### config.mk
export PLATFORM = sky130hd
export DESIGN_NAME = key_irq
export DESIGN_NICKNAME = d
export VERILOG_FILES = /design/src/rtl/key_irq.sv
export SDC_FILE = /design/constraint.sdc
export NUM_CORES = 1
export LEC_CHECK = 0
export ABC_AREA = 1
export ABC_CLOCK_PERIOD_IN_PS = 1050
export CAP_MARGIN = 20
export CORE_AREA = 4 4 41 43
export DETAILED_ROUTE_END_ITERATION = 10
export DIE_AREA = 0 0 45 47
export DONT_BUFFER_PORTS = 1
export PLACE_DENSITY = 0.49
export SETUP_SLACK_MARGIN = 0.2
export SLEW_MARGIN = 20
export SYNTH_ARGS = -nofsm -noshare
export SYNTH_HDL_FRONTEND = slang
export SYNTH_SLANG_ARGS = --single-unit
### constraint.sdc
create_clock -name CLOCK_50 -period 1.05 [get_ports CLOCK_50]
set_input_delay 0.21 -clock CLOCK_50 [delete_from_list [all_inputs] [get_ports CLOCK_50]]
set_output_delay 0.21 -clock CLOCK_50 [all_outputs]
set_load 0.005 [all_outputs]
### src/rtl/key_irq.sv
`timescale 1ns/100ps
`default_nettype none

module key_irq (
    input  wire logic CLOCK_50,
    input  wire logic KEY0,
    input  wire logic key_valid,
    input  wire logic [7:0] key_ascii,
    input  wire logic irq_ack,
    output logic [7:0] key_code,
    output logic [3:0] irq_vector,
    output logic irq_led
);

    logic key_hit;

    // zero codes are ignored entirely
    assign key_hit = key_valid && (key_ascii != 8'd0);

    always_ff @(posedge CLOCK_50 or negedge KEY0) begin
        if (!KEY0) begin
            key_code   <= 8'd0;
            irq_vector <= 4'd0;
            irq_led    <= 1'b0;
        end else begin
            if (key_hit) begin
                key_code   <= key_ascii;
                irq_vector <= 4'd1;
                irq_led    <= 1'b1;
            end
            // ack wins over a press in the same cycle
            if (irq_ack && irq_vector != 4'd0) begin
                irq_vector <= 4'd0;
                irq_led    <= 1'b0;
            end
        end
    end

endmodule

`default_nettype wire

==> results.sh <==
export IMPL_post_route_util=0.3837
export IMPL_worst_setup_path_end_kind="output pin"
export IMPL_rsz0062_at_grt="yes"
export IMPL_setup_tns_final_ns=0
export IMPL_power_density_mw_per_mm2=1523
export IMPL_initialDrtViolationCount=0
export IMPL_rows=13
export IMPL_start_kind="flip-flop"
export IMPL_netlist_instances=57
export IMPL_crit_start="irq_led"
export IMPL_num_io_pins=25
export IMPL_grt_pass1_wl_um=1621
export IMPL_seqCellArea_um2=225.2
export IMPL_final_setup_viol_count=0
export IMPL_viasPerCell=4.547
export IMPL_crit_type="flip-flop to output pin"
export IMPL_grt_max_degree=11
export IMPL_grt_pass1_vias=390
export IMPL_cts_path_max_buffers=2
export IMPL_antenna_found_initial=0
export IMPL_multiInputGateArea_um2=196.4
export IMPL_ys_ff_latch=9
export IMPL_layout_common_cells="nand2_1 (20), dfrtp_1 (9), nand3_1 (8)"
export IMPL_areaGrowthSynthToFinish_pct=6.684
export IMPL_cp_max_fo=3
export IMPL_die_h_um=47
export IMPL_cts_inserted_buffers=3
export IMPL_hold_start="key_valid"
export IMPL_detailed_place_hpwl_um=741.2
export IMPL_wl_per_cell_um=13.20
export IMPL_syn_area_per_cell_um2=8.210
export IMPL_drc_errors=0
export IMPL_totalWireLength_um=990
export IMPL_grt_overflow_total=0
export IMPL_fin_crit_sh=0.8395
export IMPL_port_buffers=0
export IMPL_fmax_ghz=1.134
export IMPL_hold_viol=0
export IMPL_initial_core_util=0.3596
export IMPL_leakagePower_nw=0.2598
export IMPL_final_common_cell="nand2_1"
export IMPL_seq_area_frac_synth=0.4813
export IMPL_maxCapViolations=0
export IMPL_period_minus_slack_ns=0.8815
export IMPL_regToRegStartpoint="irq_led"
export IMPL_skew_ns=0
export IMPL_cts_tree="done"
export IMPL_diodes=0
export IMPL_track_usage=0.1146
export IMPL_vias=341
export IMPL_ant_nets=0
export IMPL_clk_pin_slew_ns=0.06
export IMPL_nets=73
export IMPL_worstPathRequired_ns=0.84
export IMPL_status="complete, no violations"
export IMPL_ir_drop_uv=637.8
export IMPL_yosysWarnings=0
export IMPL_hp_class="input pin to flip-flop"
export IMPL_core_mm2=0.001301
export IMPL_drive_gt1_frac=0.1833
export IMPL_cts_sinks=9
export IMPL_fill_cells=146
export IMPL_syn_area_um2=467.9
export IMPL_routabilityCongestion=0.6714
export IMPL_synth_cell_types=13
export IMPL_slew_viol_final=0
export IMPL_clk_latency_ns=0.26
export IMPL_drt_first_pass_iters=1
export IMPL_dieArea_mm2=0.002115
export IMPL_clockRootBuffer="clkbuf_4"
export IMPL_die_w_um=45
export IMPL_cp_arrival_ns=0.67
export IMPL_h_tree_depth=1
per-stage QoR:
stage               instance area [um^2]  cells  setup slack [ns]  power (mW)  hold WS [ns]
detailed placement                 452.9     69            0.1626      0.4803      -0.08533
global placement                   452.9     69            0.1582      0.4798      -0.08535
CTS                                499.2     75            0.1525      0.7812       0.06365
global route                       499.2     75            0.1378      0.8138       0.07868
finish                             499.2     75            0.1685      0.7602       0.07607
floorplan                          475.5     59            0.2659      0.4892      -0.08559
synth_stat cells, drive strengths merged:
master	count	share of area
nand2	22	0.19
dfrtp	9	0.48
nand3	8	0.086
buf	5	0.088
nor2	5	0.056
inv	4	0.032
and2	1	0.013
conb	1	0.0080
o21ai	1	0.035
or2	1	0.013
path summary, 6_finish.rpt:
check | to | slack [ns] | depth (start not counted)
worst max register to register | irq_led | 0.24 | 4
worst min register to register | key_code[4] | 0.50 | 2
worst max-delay path | irq_vector[0] | 0.17 | 0
min in group asynchronous | key_code[6] | 0.32 | 1
max in group asynchronous | key_code[0] | 0.45 | 1
worst min-delay path | key_code[3] | 0.08 | 2
kinds of logic (layout without fill, tap and decap cells):
group / Yosys count / count (layout) / share of synthesized area
buffers and inverters: 9 / 10 / 0.1203
flip-flops: 9 / 9 / 0.4813
AO/OA/AOI/OAI: 1 / 1 / 0.03477
AND/OR/NAND/NOR: 37 / 37 / 0.3556
other: 1 / 3 / 0.008014
per-layer routing:
layer / wire (um) / GRT usage
met5: 0 / 0
met1: 398 / 0.1276
met4: 14 / 0.08772
met2: 421 / 0.1497
met3: 155 / 0.08046
final cells by class:
class | instances | area share
clock buffers | 4 | 0.05263
inverters | 4 | 0.03008
multi-input cells | 41 | 0.3935
flip-flops and latches | 9 | 0.4511
well taps | 15 | 0.03759
repair buffers | 2 | 0.03509
sequential cells by signal (all words and copies together) (netlist names):
| name | cells |
|---|---|
| key_code | 8 |
| irq_led | 1 |
report_power, final:
part / total (mW) / leakage [nW] / internal [mW] / switching [mW]
Sequential: 0.407 / 0.109 / 0.381 / 0.0269
Clock: 0.269 / 0.0150 / 0.147 / 0.123
Combinational: 0.0835 / 0.135 / 0.0400 / 0.0435
Total: 0.760 / 0.260 / 0.567 / 0.193
what timing repair did:
item                                    CTS  global route
setup buffers                             1             0
hold buffers                              1             0
resized for setup                         1             0
hold endpoints to repair                  9             0
endpoints found under the setup margin   11            11
pin swaps                                 1             0
worst register-to-register path, cell delays in order (launching register included):
cell     delay, ns
dfrtp_1       0.39
inv_1         0.07
buf_4         0.13
nand3_1       0.07
nand2_1       0.05
Note: power is estimated with default switching activity, not from simulation.
