File: config.mk
export PLATFORM = sky130hd
export DESIGN_NAME = addr_decoder
export DESIGN_NICKNAME = d
export VERILOG_FILES = /design/src/rtl/bus_pkg.sv /design/src/rtl/addr_decoder.sv
export VERILOG_INCLUDE_DIRS = /design/src /design/src/rtl
export SDC_FILE = /design/constraint.sdc
export NUM_CORES = 1
export LEC_CHECK = 0
export BUFFER_PORTS_ARGS = -buffer_cell sky130_fd_sc_hd__buf_2
export CAP_MARGIN = 20
export CORE_MARGIN = 4
export CORE_UTILIZATION = 32
export DETAILED_ROUTE_END_ITERATION = 6
export PLACE_DENSITY = 0.9
export SLEW_MARGIN = 20
export SYNTH_ARGS = -nofsm -noshare
export SYNTH_HDL_FRONTEND = slang
export SYNTH_SLANG_ARGS = --single-unit
File: constraint.sdc
create_clock -name vclk -period 5.3
set_input_delay 0.53 -clock vclk [all_inputs]
set_output_delay 0.53 -clock vclk [all_outputs]
set_load 0.005 [all_outputs]
File: src/rtl/bus_params.svh
`ifndef BUS_PARAMS_SVH
`define BUS_PARAMS_SVH

// bus widths seen by the outside master
`define BUS_ADDR_W 64
`define BUS_DATA_W 64

// ram window, byte address of word 0
`define RAM_BASE 64'h0000_0000_0000_1000

// depth in 32-bit words
`define RAM_WORDS 1024

// keyboard data register, read only
`define KEY_ADDR 64'h0000_0000_0000_8000

// console data register, write only
`define CON_ADDR 64'h0000_0000_0000_8008

`endif

File: src/rtl/bus_pkg.sv
`default_nettype none
`include "bus_params.svh"

package bus_pkg;

    // word index width of the ram
    localparam int RAM_IDX_W = $clog2(`RAM_WORDS);

    // access size codes, shared by loads and stores
    localparam logic [1:0] SIZE_BYTE   = 2'd0;
    localparam logic [1:0] SIZE_HALF   = 2'd1;
    localparam logic [1:0] SIZE_WORD   = 2'd2;
    localparam logic [1:0] SIZE_DOUBLE = 2'd3;

    // load view: top bit selects zero extension
    typedef struct packed {
        logic       is_unsigned;
        logic [1:0] size;
    } load_kind_t;

    // store view: top bit carries nothing
    typedef struct packed {
        logic       rsvd;
        logic [1:0] size;
    } store_kind_t;

    // same three bits, decoded per direction
    typedef union packed {
        load_kind_t  ld;
        store_kind_t st;
    } access_kind_u;

    typedef struct packed {
        logic [`BUS_ADDR_W-1:0] addr;
        logic [`BUS_DATA_W-1:0] wdata;
        access_kind_u           kind;
    } bus_req_t;

    // one hot region select
    typedef struct packed {
        logic ram;
        logic key;
        logic con;
        logic unmapped;
    } region_sel_t;

    typedef struct packed {
        logic [RAM_IDX_W-1:0] idx;
        logic [3:0]           we;
        logic [31:0]          wdata;
        logic                 re;
    } ram_port_t;

endpackage

`default_nettype wire

File: src/rtl/addr_decoder.sv
`timescale 1ns/100ps
`default_nettype none
`include "bus_params.svh"

module addr_decoder (
    input  wire logic [`BUS_ADDR_W-1:0] addr,
    output bus_pkg::region_sel_t        sel
);

    // size of the ram window in bytes
    localparam logic [`BUS_ADDR_W-1:0] RAM_BYTES = 64'(`RAM_WORDS) << 2;

    logic [`BUS_ADDR_W-1:0] ram_off;
    logic                   hit_ram;
    logic                   hit_key;
    logic                   hit_con;

    // offset into the window, wraps below the base
    assign ram_off = addr - `RAM_BASE;

    always_comb begin
        hit_ram = (addr >= `RAM_BASE) && (ram_off < RAM_BYTES);
        hit_key = (addr == `KEY_ADDR);
        hit_con = (addr == `CON_ADDR);
        sel.ram = hit_ram;
        sel.key = hit_key;
        sel.con = hit_con;
        // anything else completes with no effect
        sel.unmapped = !(hit_ram || hit_key || hit_con);
    end

endmodule

`default_nettype wire

==> results by stage <==
Finish:
- After the last flow step, the layout net total stands at 193.
- The post-route non-filler standard cell count is 141.
- The clock tree buffer count of the final layout is 0.
- The antenna diode count is 0.
- The fraction of layout instances using a drive strength above 1 is 0.575.
- The post-route core utilization is 0.642.
- The number of sequential cells is 0.
- The area growth from synthesis to layout is 78.3%.
- The sequential cell area in the final layout is 0 um^2.

Synthesis:
- In the synthesized netlist, the cells that appear most often are sky130_fd_sc_hd__nor4_1 (13), sky130_fd_sc_hd__nor2_1 (9), sky130_fd_sc_hd__or3_1 (4), sky130_fd_sc_hd__or4_1 (4).
- Of the post-synthesis cell area, the dominant cell type holds 0.193.
- For this run, the number of Yosys warnings is 0.
- The mapped netlist covers 422 um^2.
- The biggest area contributor in the post-synthesis netlist is sky130_fd_sc_hd__nor4_1.
- In the post-synthesis netlist, the biggest area contributors are sky130_fd_sc_hd__nor4_1 (19%), sky130_fd_sc_hd__nor2_1 (8.0%), sky130_fd_sc_hd__or4_1 (7.1%), sky130_fd_sc_hd__a2111oi_4 (6.5%), sky130_fd_sc_hd__or3_1 (5.9%).
- The proportion of synthesized chip area in sequential cells is 0.
- The synthesized area per cell is 6.69 um^2.
- Yosys instantiated no cell more often than sky130_fd_sc_hd__nor4_1.
- Synthesis produced between 60 and 70 cells.
- The number of nets handed over by synthesis was 127.
- Synthesis instantiated 27 different standard cells from the library.

Placement:
- Port buffering added 68 buffers.
- The pre-CTS worst setup slack is 1.64 ns.
- Once placement completed, the tool counted placed cells totaling roughly 140.
- The total half-perimeter wirelength after legalization and detailed placement is 1690 um.
- At the end of routability-driven placement, the weighted congestion stood at 0.802.

Power:
- The internal portion of the total power is just over 20 uW.
- The clock network fraction of total power is 0.
- The leakage power of the design is 0.341 nW.
- The proportion of power drawn by combinational gates is 1.000.
- Summing internal, switching and leakage power gives between 30 and 40 uW.
- VDD sags by at most 0.0000215 V.
- Of the total power, registers draw 0.
- Of the total power, the share spent switching nets is 0.402.
- For this design the ratio of total power to cell area is 46.2 mW/mm^2.
- For this design the total switching power over the nets is 14.0 uW.

STA:
- The worst-margin pin slew is 0.488 ns.
- The number of max-slew violations in the final report came to 0.
- After routing, the total negative slack on setup checks comes to 0 ns.
- Setup violations remaining at the end of the flow were counted as 0.
- For this run, the top clock speed supported by timing is 275 MHz.
- The remaining max-slew budget at the tightest pin is 0.672.
- Dividing the final minimum period by the clock period gives 0.686.
- Setup repair after global routing left no endpoint under its margin.
- The time the worst path needs with I/O delays and setup is 3.64 ns.
- The final count of hold timing violations is 0.
- Setup slack closes at 1.66 ns.

Die:
- In this run the vertical extent of the chip is about 44 um.
- The die outline area is 0.00196 mm^2.
- The number of placed I/O pins is ~70.
- The core region is ~0.0012 mm^2.
- The row count is 12.
- The die is 44.3 um wide.
- The initial utilization of the core area, before any placement, comes to 0.360.

Clock tree:
- The number of buffers added for setup after CTS is 0.
- For this design, the CTS-stage hold fixing added 0 buffers.
- The number of instances resized during post-cts repair is 0.

Drt:
- The count of vias placed by the detailed router is roughly 760.
- In the final routed layout, each cell accounts on average for between 10 and 15 um.
- The residual DRC count is 0.
- The post-detailed-routing wire length is 1780 um.
- The number of search-and-repair iterations in the first detailed-routing pass is 5.
- The antenna violation net count after detailed routing is 0.
- The via-per-instance ratio is roughly 5.4.
- After the first detailed-routing iteration, the DRC count stood at 6.

Global route:
- Entering global routing, the biggest net connects 8 pins.
- The number of global-route vias before repair is roughly 700.
- The wire length of the first global-routing pass is between 2000 and 3000 um.
- For this run the aggregate overflow at the end of global routing stands at 0.
- The number of antenna violations at the first check in global routing was 0.
- The overall global routing resource usage is 0.168.

Run status:
- The flow ran to the end, and the final reports show no timing, DRC or antenna violations.

Critical path:
- STA classifies the critical path startpoint as an input port.
- Along the worst path, the maximum fanout reaches 3.
- The worst setup path is captured at an output port.
- The arrival time of the worst setup path is 3.11 ns.
- Data on the critical path is required at its endpoint by 4.77 ns.
- The setup path with the least slack is of type input port to output port.

Hold path:
- The path type of the worst min-delay path is input port to output port.

Flow run:
- The max-capacitance violation count is 0.
==> power by group through the flow <==
stage	Clock, mW	Combinational (mW)	Sequential (mW)
2_1_floorplan	0	0.00735	0
3_3_place_gp	0	0.0335	0
3_5_place_dp	0	0.0346	0
4_1_cts	0	0.0347	0
5_1_grt	0	0.0387	0
6_report	0	0.0348	0
==> layout by cell type (no fill, tap or decap) <==
cell,count
sky130_fd_sc_hd__buf_2,68
sky130_fd_sc_hd__nor4_1,13
sky130_fd_sc_hd__nor2_1,9
sky130_fd_sc_hd__or4_1,4
sky130_fd_sc_hd__or3_1,4
sky130_fd_sc_hd__nand2_1,3
sky130_fd_sc_hd__nand4_1,3
sky130_fd_sc_hd__or4_4,2
sky130_fd_sc_hd__nor4b_1,2
sky130_fd_sc_hd__inv_1,2
sky130_fd_sc_hd__nand2b_1,2
sky130_fd_sc_hd__nand3_1,1
sky130_fd_sc_hd__or3_4,1
sky130_fd_sc_hd__or2_2,1
sky130_fd_sc_hd__xor2_1,1
sky130_fd_sc_hd__nand4b_1,1
sky130_fd_sc_hd__xnor2_1,1
sky130_fd_sc_hd__o21ai_0,1
sky130_fd_sc_hd__nor3_1,1
sky130_fd_sc_hd__a2111oi_4,1
sky130_fd_sc_hd__a21oi_1,1
sky130_fd_sc_hd__or2_0,1
sky130_fd_sc_hd__a2111oi_0,1
sky130_fd_sc_hd__o31a_1,1
sky130_fd_sc_hd__nand3b_1,1
sky130_fd_sc_hd__o41a_1,1
==> worst max-delay path, cell delays in order <==
cell                     delay [ns]
sky130_fd_sc_hd__buf_2         0.12
sky130_fd_sc_hd__or4_4         0.53
sky130_fd_sc_hd__or3_4         0.39
sky130_fd_sc_hd__or4_4         0.52
sky130_fd_sc_hd__nor4_1        0.31
sky130_fd_sc_hd__xor2_1        0.14
sky130_fd_sc_hd__o41a_1        0.43
sky130_fd_sc_hd__buf_2         0.13
==> metal layers <==
metal,GRT usage,share of wire,up-vias
met5,0,0,-
li1,-,-,383
met3,0.0325,0.12,0
met4,0,0,0
met2,0.352,0.52,40
met1,0.176,0.36,341
==> layout make-up <==
type / count / area [um^2]
fill: 109 / 419
multi-input combinational: 57 / 387
timing repair buffer: 68 / 340
tap: 14 / 17.5
inverter: 2 / 7.51
==> worst paths after layout <==
check	start	to	slack, ns	depth (start not counted)
setup / recovery	addr[32]	sel[0]	1.66	8
hold / removal	addr[3]	sel[2]	1.30	3
==> kinds of logic after synthesis <==
family / count (synthesis) / share of synthesized area
AOI/OAI and AO/OA: 6 / 0.157
xor gates and xnor gates: 2 / 0.0416
buffers and inverters: 6 / 0.0831
and+or+nand+nor: 49 / 0.718
==> metrics by stage <==
| stage | cell area [um^2] | hold WS, ns |
|---|---|---|
| after global routing | 752 | 1.32 |
| after CTS | 752 | 1.30 |
| after global placement | 752 | 1.29 |
| after floorplan | 422 | 1.20 |
| after detailed placement | 752 | 1.30 |
| final | 752 | 1.30 |
Power figures use the tool's default switching activity.
