**src/rtl/bus_params.svh**
```systemverilog
`ifndef BUS_PARAMS_SVH
`define BUS_PARAMS_SVH

// bus widths seen by the outside master
`define BUS_ADDR_W 64
`define BUS_DATA_W 64

// ram window, byte address of word 0
`define RAM_BASE 64'h0000_0000_0000_1000

// depth in 32-bit words
`define RAM_WORDS 1024

// keyboard data register, read only
`define KEY_ADDR 64'h0000_0000_0000_8000

// console data register, write only
`define CON_ADDR 64'h0000_0000_0000_8008

`endif

```
**src/rtl/bus_pkg.sv**
```systemverilog
`default_nettype none
`include "bus_params.svh"

package bus_pkg;

    // word index width of the ram
    localparam int RAM_IDX_W = $clog2(`RAM_WORDS);

    // access size codes, shared by loads and stores
    localparam logic [1:0] SIZE_BYTE   = 2'd0;
    localparam logic [1:0] SIZE_HALF   = 2'd1;
    localparam logic [1:0] SIZE_WORD   = 2'd2;
    localparam logic [1:0] SIZE_DOUBLE = 2'd3;

    // load view: top bit selects zero extension
    typedef struct packed {
        logic       is_unsigned;
        logic [1:0] size;
    } load_kind_t;

    // store view: top bit carries nothing
    typedef struct packed {
        logic       rsvd;
        logic [1:0] size;
    } store_kind_t;

    // same three bits, decoded per direction
    typedef union packed {
        load_kind_t  ld;
        store_kind_t st;
    } access_kind_u;

    typedef struct packed {
        logic [`BUS_ADDR_W-1:0] addr;
        logic [`BUS_DATA_W-1:0] wdata;
        access_kind_u           kind;
    } bus_req_t;

    // one hot region select
    typedef struct packed {
        logic ram;
        logic key;
        logic con;
        logic unmapped;
    } region_sel_t;

    typedef struct packed {
        logic [RAM_IDX_W-1:0] idx;
        logic [3:0]           we;
        logic [31:0]          wdata;
        logic                 re;
    } ram_port_t;

endpackage

`default_nettype wire

```
**src/rtl/load_aligner.sv**
```systemverilog
`timescale 1ns/100ps
`default_nettype none

module load_aligner (
    input  wire logic [31:0]         raw_lo,
    input  wire logic [31:0]         raw_hi,
    input  wire logic [1:0]          offset,
    input  wire bus_pkg::load_kind_t kind,
    output logic [63:0]              value
);

    logic [31:0] lane_data;
    logic        sign_b;
    logic        sign_h;
    logic        sign_w;

    // move the addressed lane down to bit 0
    assign lane_data = raw_lo >> {offset, 3'b000};

    // fill bits, forced to zero for unsigned loads
    assign sign_b = lane_data[7] & ~kind.is_unsigned;
    assign sign_h = lane_data[15] & ~kind.is_unsigned;
    assign sign_w = raw_lo[31] & ~kind.is_unsigned;

    always_comb begin
        case (kind.size)
            bus_pkg::SIZE_BYTE: value = {{56{sign_b}}, lane_data[7:0]};
            bus_pkg::SIZE_HALF: value = {{48{sign_h}}, lane_data[15:0]};
            bus_pkg::SIZE_WORD: value = {{32{sign_w}}, raw_lo};
            // double, low half first in memory
            default: value = {raw_hi, raw_lo};
        endcase
    end

endmodule

`default_nettype wire

```
**src/rtl/bus_sequencer.sv**
```systemverilog
`timescale 1ns/100ps
`default_nettype none
`include "bus_params.svh"

module bus_sequencer (
    input  wire logic                 CLOCK_50,
    input  wire logic                 KEY0,
    input  wire logic                 rd_en,
    input  wire logic                 wr_en,
    input  wire bus_pkg::bus_req_t    req,
    input  wire bus_pkg::region_sel_t sel,
    input  wire logic [7:0]           key_code,
    input  wire logic [31:0]          ram_rdata,
    output bus_pkg::ram_port_t        ram,
    output logic                      done,
    output logic [`BUS_DATA_W-1:0]    rd_data,
    output logic                      con_strobe,
    output logic [7:0]                con_data
);

    localparam logic [1:0] ST_IDLE   = 2'd0;
    localparam logic [1:0] ST_BEAT1  = 2'd1;
    localparam logic [1:0] ST_BEAT2  = 2'd2;
    localparam logic [1:0] ST_FINISH = 2'd3;

    logic [1:0]                    state;
    logic                          is_wr;
    logic                          is_double;
    logic [1:0]                    offset;
    logic [`BUS_ADDR_W-1:0]        ram_off;
    logic [bus_pkg::RAM_IDX_W-1:0] word_idx;
    logic [3:0]                    lane_we;
    logic [31:0]                   lane_wdata;
    logic [31:0]                   lo_word;
    logic [63:0]                   aligned;
    logic                          aligned_ok;

    assign offset    = req.addr[1:0];
    assign is_double = (req.kind.st.size == bus_pkg::SIZE_DOUBLE);
    assign ram_off   = req.addr - `RAM_BASE;
    assign word_idx  = ram_off[bus_pkg::RAM_IDX_W+1:2];

    // store lanes from the store view of the kind field
    always_comb begin
        case (req.kind.st.size)
            bus_pkg::SIZE_BYTE: lane_we = 4'b0001 << offset;
            bus_pkg::SIZE_HALF: lane_we = 4'b0011 << offset;
            default:            lane_we = 4'b1111;
        endcase
    end

    // data moved up into its lane, the enables mask the rest
    assign lane_wdata = req.wdata[31:0] << {offset, 3'b000};

    // ram port is live only during the beat states
    always_comb begin
        ram = '0;
        if (sel.ram && (state == ST_BEAT1 || state == ST_BEAT2)) begin
            // second beat goes to the next word
            ram.idx = (state == ST_BEAT2) ? word_idx + 1'b1 : word_idx;
            ram.re  = !is_wr;
            if (is_wr) begin
                if (state == ST_BEAT2) begin
                    ram.we    = 4'b1111;
                    ram.wdata = req.wdata[63:32];
                end else begin
                    ram.we    = lane_we;
                    ram.wdata = lane_wdata;
                end
            end
        end
    end

    // a double keeps its low word, a single beat reads straight through
    load_aligner u_load_aligner (
        .raw_lo (is_double ? lo_word : ram_rdata),
        .raw_hi (ram_rdata),
        .offset (offset),
        .kind   (req.kind.ld),
        .value  (aligned)
    );

    always_ff @(posedge CLOCK_50 or negedge KEY0) begin
        if (!KEY0) begin
            state      <= ST_IDLE;
            done       <= 1'b1;
            is_wr      <= 1'b0;
            rd_data    <= '0;
            con_strobe <= 1'b0;
        end else begin
            con_strobe <= 1'b0;
            case (state)
                ST_IDLE: begin
                    if (rd_en || wr_en) begin
                        done  <= 1'b0;
                        is_wr <= wr_en;
                        state <= ST_BEAT1;
                        // strobe lands while done is still low
                        con_strobe <= wr_en && sel.con;
                    end
                end
                ST_BEAT1: begin
                    if (sel.ram) begin
                        if (is_double) begin
                            state <= ST_BEAT2;
                        end else if (is_wr) begin
                            done  <= 1'b1;
                            state <= ST_IDLE;
                        end else begin
                            state <= ST_FINISH;
                        end
                    end else begin
                        // registers and unmapped finish here
                        if (!is_wr) begin
                            rd_data <= sel.key ? {56'd0, key_code} : '0;
                        end
                        done  <= 1'b1;
                        state <= ST_IDLE;
                    end
                end
                ST_BEAT2: begin
                    if (is_wr) begin
                        done  <= 1'b1;
                        state <= ST_IDLE;
                    end else begin
                        state <= ST_FINISH;
                    end
                end
                default: begin
                    // ram word is back, extended value goes out
                    rd_data <= aligned;
                    done    <= 1'b1;
                    state   <= ST_IDLE;
                end
            endcase
        end
    end

    always_ff @(posedge CLOCK_50) begin
        if (state == ST_IDLE && wr_en && sel.con) begin
            con_data <= req.wdata[7:0];
        end
        // first beat of a double load
        if (state == ST_BEAT2 && !is_wr) begin
            lo_word <= ram_rdata;
        end
    end

    // natural alignment per size
    always_comb begin
        case (req.kind.st.size)
            bus_pkg::SIZE_BYTE: aligned_ok = 1'b1;
            bus_pkg::SIZE_HALF: aligned_ok = !req.addr[0];
            default:            aligned_ok = (req.addr[1:0] == 2'b00);
        endcase
    end

    a_no_enable_busy: assert property (
        @(posedge CLOCK_50) disable iff (!KEY0)
        (rd_en || wr_en) |-> done
    ) else $error("bus enable while an access is outstanding");

    a_ram_aligned: assert property (
        @(posedge CLOCK_50) disable iff (!KEY0)
        ((rd_en || wr_en) && sel.ram) |-> aligned_ok
    ) else $error("misaligned ram access");

endmodule

`default_nettype wire

```
**config.mk**
```make
export PLATFORM = sky130hd
export DESIGN_NAME = bus_sequencer
export DESIGN_NICKNAME = d
export VERILOG_FILES = /design/src/rtl/bus_pkg.sv /design/src/rtl/load_aligner.sv /design/src/rtl/bus_sequencer.sv
export VERILOG_INCLUDE_DIRS = /design/src /design/src/rtl
export SDC_FILE = /design/constraint.sdc
export NUM_CORES = 1
export LEC_CHECK = 0
export BUFFER_PORTS_ARGS = -buffer_cell sky130_fd_sc_hd__buf_4
export CAP_MARGIN = 20
export CORE_MARGIN = 8
export CORE_UTILIZATION = 51
export DETAILED_ROUTE_END_ITERATION = 7
export PLACE_DENSITY = 0.84
export SLEW_MARGIN = 15
export SYNTH_ARGS = -nofsm -noshare
export SYNTH_HDL_FRONTEND = slang
export SYNTH_SLANG_ARGS = --single-unit
export TNS_END_PERCENT = 30
```
**constraint.sdc**
```tcl
create_clock -name CLOCK_50 -period 7.2 [get_ports CLOCK_50]
set_input_delay 0.72 -clock CLOCK_50 [delete_from_list [all_inputs] [get_ports CLOCK_50]]
set_output_delay 0.72 -clock CLOCK_50 [all_outputs]
set_load 0.01 [all_outputs]
```
==> impl_summary.md, run 1 <==
Finish
After routing the design area is 0.008544 sq mm. Leaving out fill and tap cells, the most frequent cells in the layout are 253 x sky130_fd_sc_hd__buf_4, 140 x sky130_fd_sc_hd__o21ai_0, 112 x sky130_fd_sc_hd__nand2_1. Measured on the finished design, the core utilization comes to 68.83%. The share of layout cells above drive strength 1 is 31.50%. From synthesis to final layout, the design area changed by 33.54%.

0 antenna diodes ended up in the layout. After the last flow step, the layout net total stands at 1106. The library cell used most frequently in the layout, excluding fill and tap cells, is sky130_fd_sc_hd__buf_4.

Timing
For the finished layout, the period the worst path requires is 3.475 ns. At the pin with the least slew margin, the transition time is 0.9284 ns. The final cycle utilization of the critical path is 48.26%.

The number of hold-slack violations in the final timing report is 0. The number of failing setup endpoints in the final timing report is 0. The final setup skew is 0.005675 ns. The max-slew violation count is 0. The total negative setup slack is 0 ns. Final hold analysis gives a worst-case slack of 0.4847 ns. The normalized max-slew margin is 38.11%. The worst setup slack after layout is 3.725 ns. Setup repair after global routing left no endpoint under its margin. Derived from the worst setup path, the maximum achievable clock frequency is 287.8 MHz.

Clock network
Clock tree synthesis found a total of 109 sinks. The clock tree from TritonCTS is done. The number of cells upsized or downsized after cts is 0. The insertion delay to the later sink of the worst-skew pair is 0.34 ns. For this design, the CTS-stage hold fixing added 0 buffers. The tree is rooted in a sky130_fd_sc_hd__clkbuf_16. TritonCTS created 9 clock buffers. In this run the deepest clock path goes through 2 buffers. Clock-pin slew was measured on the worst setup and hold paths at 0.07 ns. The clock tree synthesis step divided the H-tree into 3 levels.

The number of buffers added for setup after CTS is 0.

Route
The number of vias per cell is 5.750. For this run, the detailed router's first-pass iteration total came to 6. The routed layout has 6319 vias.

The detailed router finished its first iteration with 648 violations. Once detail routing completed, the nets flagged for antenna violations numbered 0. In the final routed layout, each cell accounts on average for 20.21 microns. For this run, design rule violations remaining after detail routing come to 0.

Summed over all layers, the routed wires come to 22220 microns.

Die
Once the floorplan was initialized, standard cells occupied 51.54% of the core. The total area inside the core boundary comes to 0.01241 sq mm. In this run the core area contains 41 standard-cell rows. The die covers 0.01639 sq mm.

The die outline width is 128.0 microns. The number of ports placed on the die boundary is 300. Measured along the y axis, the die boundary spans 128.0 microns.

Synth
For this run, the number of Yosys warnings is 0. The predominant post-synthesis flop cell is sky130_fd_sc_hd__dfrtp_1. The unique cell type count in the Yosys netlist is 54. Synthesis handed over a netlist of 720 instances.

Each instance of the synthesized netlist takes up on average 8.887 sq um. The number of enable flip-flop cells after synthesis is 40. The post-synthesis net count is 904. In the synthesized netlist the async set-or-reset flop fraction comes to 63.30%. The post-synthesis cell area is 0.006399 sq mm.

Summing the sequential cell areas from Yosys gives 45.78% of the chip area. Counting flops and latches in the post-synthesis netlist gives 109.

Worst setup path
The cell class contributing the biggest share of worst-path delay is buffers and inverters. The maximum fanout along the worst path is 44. The standard cell with the maximum stage delay on the critical path is sky130_fd_sc_hd__buf_4. The most used cell along the critical path is sky130_fd_sc_hd__buf_4. On the worst path, the slowest cell contributes a delay of 0.52 ns. Traced cell by cell, the critical path runs through inv_1, ha_2, buf_4, nand4_1, or3_1, a21oi_1, buf_4. The sort of element at the start of the critical path is a register. The number of buffers and inverters on the critical path is 3. The worst setup path is of the register to output pin kind. The critical path arrival is 2.75 ns. STA classifies the critical path endpoint as an output pin. The endpoint required time on the critical path is 6.48 ns.

Placement
Buffers placed on the I/O ports in this run total 246. After detailed placement, the total cell area comes to 0.008213 sq mm. The worst setup slack before clock tree synthesis is 3.750 ns. The congestion estimate from routability-driven global placement came to 0.9019. The HPWL reported at the end of detailed placement is 15850 microns.

Power
The maximum resistive drop on vdd is 0.2424 mV. The static power due to leakage is 3.843 nW. Power spread over the standard cell area amounts to 323.0 mW/mm^2.

Global routing
For met1 alone, demand over resource in global routing was 35.10%. The pin count of the biggest net entering global routing is 76. For met2 alone, demand over resource in global routing was 42.84%. The number of antenna violations at the first check in global routing came to 0. The total overflow left after global routing is 0. The all-layer global routing usage is 26.50%. The layer flagged by global routing as most heavily used is met2. The number of global-route vias before repair was 5976. The wire length of the first global-routing pass is 33820 microns. For this run, global-route usage on met3 was measured as 5.158%.

Run status
The flow ran to the end, and the final reports show no timing, DRC or antenna violations.

Flow run
Max-cap violations in this run came to 0.

Worst hold path
The tightest min-delay check is of the register to register type.
[path summary, 6_finish.rpt]
check	startpoint	to	slack, ns	depth (start not counted)
setup reg to reg	state[1]	rd_data[1]	4.47	8
hold / removal	rd_data[44]	rd_data[44]	0.48	2
setup / recovery	state[0]	ram[44]	3.73	7
min in group asynchronous	KEY0	rd_data[37]	0.50	1
hold reg to reg	rd_data[44]	rd_data[44]	0.48	2
max in group asynchronous	KEY0	rd_data[27]	6.15	1
[cells by family after synthesis]
group | share of synthesized area, %
AOI/OAI and AO/OA | 21.74
xor gates and xnor gates | 0.9582
adders and majority gates | 0.9777
buffers and inverters | 5.319
DFF | 45.78
muxes | 10.95
and+or+nand+nor | 14.27
[cell usage after synthesis (5+ instances only)]
cell	count	area, sq um
sky130_fd_sc_hd__ha_1	5	62.56
sky130_fd_sc_hd__o21ai_0	140	700.7
sky130_fd_sc_hd__o22ai_1	5	31.28
sky130_fd_sc_hd__buf_4	5	37.54
sky130_fd_sc_hd__edfxtp_1	40	1201
sky130_fd_sc_hd__a211oi_1	5	37.54
sky130_fd_sc_hd__a21oi_1	36	180.2
sky130_fd_sc_hd__mux2_2	10	112.6
sky130_fd_sc_hd__buf_6	5	56.30
sky130_fd_sc_hd__clkbuf_1	38	142.6
sky130_fd_sc_hd__nand2_1	113	424.2
sky130_fd_sc_hd__mux2i_1	52	520.5
sky130_fd_sc_hd__dfrtp_1	68	1702
sky130_fd_sc_hd__a22oi_1	10	75.07
sky130_fd_sc_hd__xor2_1	6	52.55
sky130_fd_sc_hd__a31oi_1	9	56.30
sky130_fd_sc_hd__and3_1	5	31.28
sky130_fd_sc_hd__a32oi_1	5	43.79
sky130_fd_sc_hd__nand2b_1	5	31.28
sky130_fd_sc_hd__buf_2	9	45.04
sky130_fd_sc_hd__inv_1	8	30.03
sky130_fd_sc_hd__nor2_1	81	304.0
[per-stage QoR]
stage / power, mW / std cells
after floorplan: 1.674 / 720
after global placement: 2.223 / 1082
after detailed placement: 2.248 / 1082
after CTS: 2.769 / 1098
after global routing: 2.937 / 1099
final: 2.759 / 1099
[routing by layer]
layer | wire length [microns] | part of all wire (%)
met1 | 9067 | 41
met2 | 10940 | 49
met3 | 1685 | 7.6
met4 | 521 | 2.3
met5 | 0 | 0
[worst reg2reg max path, cell delays in order (launching register included)]
cell	delay, ns
sky130_fd_sc_hd__dfrtp_1	0.40
sky130_fd_sc_hd__inv_1	0.11
sky130_fd_sc_hd__ha_1	0.78
sky130_fd_sc_hd__o21ai_0	0.25
sky130_fd_sc_hd__nand2_2	0.12
sky130_fd_sc_hd__buf_4	0.57
sky130_fd_sc_hd__a221oi_1	0.13
sky130_fd_sc_hd__a21oi_1	0.19
sky130_fd_sc_hd__a31oi_1	0.06
[where the power goes]
group / internal (mW) / leakage (nW) / switching, mW
registers: 0.844 / 1.24 / 0.110
clock network: 0.285 / 0.158 / 0.231
logic: 0.545 / 2.44 / 0.745
[registers in the layout, summed over array words and instances, names as in the netlist]
signal / cells
rd_data: 64
is_wr: 1
con_data: 8
lo_word: 32
done: 1
con_strobe: 1
state: 2
[final cells by class]
type / instances / area [sq um]
clock inverter: 4 / 45.04
inverter: 8 / 30.03
tap: 172 / 215.2
sequential: 109 / 2929
timing repair buffer: 253 / 1899
fill: 1071 / 3870
multi-input combinational: 541 / 3147
clock buffer: 12 / 279.0
Note: power is estimated with default switching activity, not from simulation.
==> run 2: changes to the inputs <==
--- a/config.mk
+++ b/config.mk
@@ -6,12 +6,13 @@
 export SDC_FILE = /design/constraint.sdc
 export NUM_CORES = 1
 export LEC_CHECK = 0
+export ABC_AREA = 1
 export BUFFER_PORTS_ARGS = -buffer_cell sky130_fd_sc_hd__buf_4
 export CAP_MARGIN = 20
 export CORE_MARGIN = 8
-export CORE_UTILIZATION = 51
+export CORE_UTILIZATION = 48
 export DETAILED_ROUTE_END_ITERATION = 7
-export PLACE_DENSITY = 0.84
+export PLACE_DENSITY = 0.78
 export SLEW_MARGIN = 15
 export SYNTH_ARGS = -nofsm -noshare
 export SYNTH_HDL_FRONTEND = slang
==> constraint.sdc (replaced) <==
create_clock -name CLOCK_50 -period 3.3 [get_ports CLOCK_50]
set_input_delay 0.33 -clock CLOCK_50 [delete_from_list [all_inputs] [get_ports CLOCK_50]]
set_output_delay 0.33 -clock CLOCK_50 [all_outputs]
set_load 0.01 [all_outputs]
==> run 2 against run 1 <==
Core utilization fell by 3.5 points; via count rose by 15%; flip-flop and latch count unchanged; design area is 6.1% higher; worst hold slack got worse by 0.39 ns; clock skew increased by 0.0025 ns; global-route usage decreased by 0.30 points; critical endpoint is now ram[22]; highest routed layer unchanged.
==> impl_summary.md, run 2 <==
Run status
The flow ran to the end, and the final reports show no timing, DRC or antenna violations.

Synth
The dominant cell by count in the synthesized netlist is sky130_fd_sc_hd__nand2_1. After synthesis, the largest family of logic cells by area is simple AND/OR/NAND/NOR gates. Yosys mapped a number of flops with a built-in enable equal to 40. In the synthesized netlist, the number of instances is 953. Synthesis inferred 109 register bits. Yosys printed 0 warnings. The share of the synthesized netlist area taken by xor and xnor gates is 0.1287%.

Summing the areas of all and, or, nand and nor instances in the mapped netlist gives 28.38% of the synthesized area. The adder-cell share of the synthesized area is 0.9191%. The post-synthesis cell area is 0.006807 sq mm.

After synthesis, the most frequently instantiated cells are 300 x sky130_fd_sc_hd__nand2_1, 114 x sky130_fd_sc_hd__inv_1, 113 x sky130_fd_sc_hd__nand3_1. By area the synthesized netlist is led by sky130_fd_sc_hd__dfrtp_1 25%, sky130_fd_sc_hd__edfxtp_1 18%, sky130_fd_sc_hd__nand2_1 17%. The part of the Yosys area used for sequential elements is 43.03%. The share of the synthesized area in the top cell type is 25.00%. Of all flip-flops after synthesis, the portion carrying an async set or reset was 63.30%. The predominant post-synthesis flop cell is sky130_fd_sc_hd__dfrtp_1.

Synthesis produced a netlist with a net count of 1137. The unique cell type count in the Yosys netlist is 37. The synthesized-area fraction occupied by ao, oa, aoi and oai cells is 16.95%. The portion of netlist area occupied by mux cells is 0%. The largest total area in the synthesized netlist belongs to sky130_fd_sc_hd__dfrtp_1.

After synthesis, the mean cell area works out to 7.142 sq um.

Worst setup path
The element type at the critical path end is an output pin. The startpoint identified for the worst register-to-register timing path is state[0]. The endpoint required time on the critical path is 2.97 ns. The worst flop-to-flop path endpoint is rd_data[7]. The worst setup path is launched from a register.

Counting cells, the worst reg-to-reg path comes to 9. The register-to-register setup slack is 0.95 ns. The type of the worst setup path is register to output pin. Along the worst path, the maximum fanout reaches 32. The critical path arrival is 2.37 ns.

Clock network
The insertion delay to the later sink of the worst-skew pair is 0.35 ns. The number of cells upsized or downsized after cts is 0. The clock sink total is 109. Counting the buffers created by CTS gives 9.

The root cell of the clock tree is sky130_fd_sc_hd__clkbuf_16. The number of buffers added for setup after CTS is 0. The H-tree generated during clock tree synthesis spans 3 levels. After clock tree synthesis, the clock-pin slew on the worst setup and hold paths is 0.07 ns. TritonCTS built the clock tree. The longest clock path from root to sink contains 2 buffers.

The cts-stage hold buffer count is 0.

Flow run
The count of max-cap constraint violations is 0.

Timing
The max-slew violation count is 0. The transition time of the tightest slew-check pin is 0.8721 ns. After routing, the total negative slack on setup checks comes to 0 ns. The fmax is 370.9 MHz.

Clock skew on the completed layout was measured at 0.008166 ns. The worst pin sits at a relative slew slack of 41.86%. For the finished layout, the period the worst path requires is 2.696 ns. Setup repair after global routing left no endpoint under its margin.

The final cycle utilization of the critical path is 81.69%. After layout, the worst setup slack is 0.6041 ns. Hold is met by 0.09163 ns. The number of failing setup endpoints in the final timing report is 0.

The number of hold-slack violations in the final timing report is 0.

Die
The standard-cell row count is 43. The die covers 0.01825 sq mm. The floorplan core area is 0.01388 sq mm.

The die is 135.1 microns tall. The die outline width is 135.1 microns. The number of ports placed on the die boundary is 300. For this configuration, the core starts out at a cell density of 49.04%.

Route
The first TritonRoute pass finished after 5 iterations. The final routed wirelength across all metal layers is 24500 microns. The routed design uses 11820 microns of met2 wire. The count of unresolved DRC violations after routing is 0. Using the TritonRoute via totals, the vias-per-cell ratio works out to 5.374.

The wire length per cell after detailed routing is 18.06 microns. The wire length on met3 is 2039 microns. In this run the remaining antenna-violating nets after routing total 0. The uppermost layer routed is met4. The detailed router finished its first iteration with 519 violations. In the final routing, the length of wire on met1 measures 9967 microns.

The total via count in the routed design is 7293.

Global routing
The first global-routing pass estimated 37770 microns of wire. The pin count of the biggest net entering global routing is 70. The all-layer global routing usage is 26.20%. The number of antenna violations at the first check in global routing came to 0. The number of global-route vias before repair is 7021. After global routing the overflow that remains totals 0.

Power
The areal power density over the cells is 703.5 mW/mm^2. The worst-case IR drop observed on VDD is 0.4627 mV. Overall power consumption after layout is estimated at 6.380 mW.

In this run the static leakage power is 4.858 nW.

Finish
The area growth from synthesis to layout is 33.24%. The number of standard cells in the final layout excluding fillers is 1357. The final antenna diode count is 0. The share of layout cells above drive strength 1 is 25.83%. The register name with the most flops is rd_data. The largest registers in the layout are rd_data x64, lo_word x32, con_data x8.

The net count reported at finish is 1356. The library cell used most frequently in the layout, excluding fill and tap cells, is sky130_fd_sc_hd__nand2_1. The number of flip-flops in the largest register is 64.

In the layout the commonest cells are 300 x sky130_fd_sc_hd__nand2_1, 265 x sky130_fd_sc_hd__buf_4, 113 x sky130_fd_sc_hd__inv_1, 113 x sky130_fd_sc_hd__nand3_1, 71 x sky130_fd_sc_hd__a21oi_1.

Worst hold path
The path category of the worst min-delay check is input pin to async pin.

Placement
The count of port buffers added during placement is 246. The placed instance count is 1341. The wire-length estimate of the detail-placed layout is 18660 microns. The congestion estimate from routability-driven global placement came to 0.9499. At the placement stage, the worst setup path has a slack of 0.9670 ns.
## run 2: power by group
part           internal [mW]  switching (mW)  total (mW)
clock network          0.535           0.498        1.03
logic                   1.33            1.98        3.31
registers               1.83           0.208        2.04
## run 2: critical path, stage by stage, from the launching register on
cell and delay (ns):
sky130_fd_sc_hd__dfrtp_1 0.38, sky130_fd_sc_hd__inv_1 0.09, sky130_fd_sc_hd__ha_1 0.32, sky130_fd_sc_hd__buf_4 0.24, sky130_fd_sc_hd__inv_1 0.08, sky130_fd_sc_hd__buf_4 0.29, sky130_fd_sc_hd__o21ai_0 0.16, sky130_fd_sc_hd__a41oi_1 0.27
sky130_fd_sc_hd__buf_4 0.18
## run 2: kinds of logic after synthesis
family                   Yosys count
AND/OR/NAND/NOR                  458
AO/OA/AOI/OAI                    201
buffers and inverters            179
flip-flops                       109
adder cells (fa/ha/maj)            5
XOR/XNOR                           1
## run 2: cell type report
type / instances / area (sq um)
Clock inverter: 5 / 35.03
Clock buffer: 11 / 242.7
Sequential cell: 109 / 2929
Timing Repair Buffer: 266 / 2009
Inverter: 121 / 454.2
Multi-Input combinational cell: 665 / 3173
Tap cell: 180 / 225.2
Fill cell: 1310 / 4812
## run 2: worst max path at each step
stage                         from         end  slack [ns]  depth (start not counted)
after floorplan           state[0]    state[1]        0.70                          6
after global placement    state[0]     ram[22]        1.01                          8
after detailed placement  state[0]  rd_data[7]        0.97                          9
after CTS                 state[0]     ram[22]        0.60                          8
after global routing      state[0]     ram[22]        0.45                          8
final                     state[0]     ram[22]        0.60                          8
## run 2: per-layer routing
metal	track usage [%]	vias up
met4	10.36	0
met5	0	-
met3	5.869	42
met1	32.11	3348
li1	-	3572
met2	43.74	331
## run 2: per-stage QoR
stage,area (sq um),util [%]
after floorplan,6807,-
after global placement,8791,63.33
after detailed placement,8791,63.33
after CTS,9069,65.33
after global routing,9069,65.33
final,9069,65.33
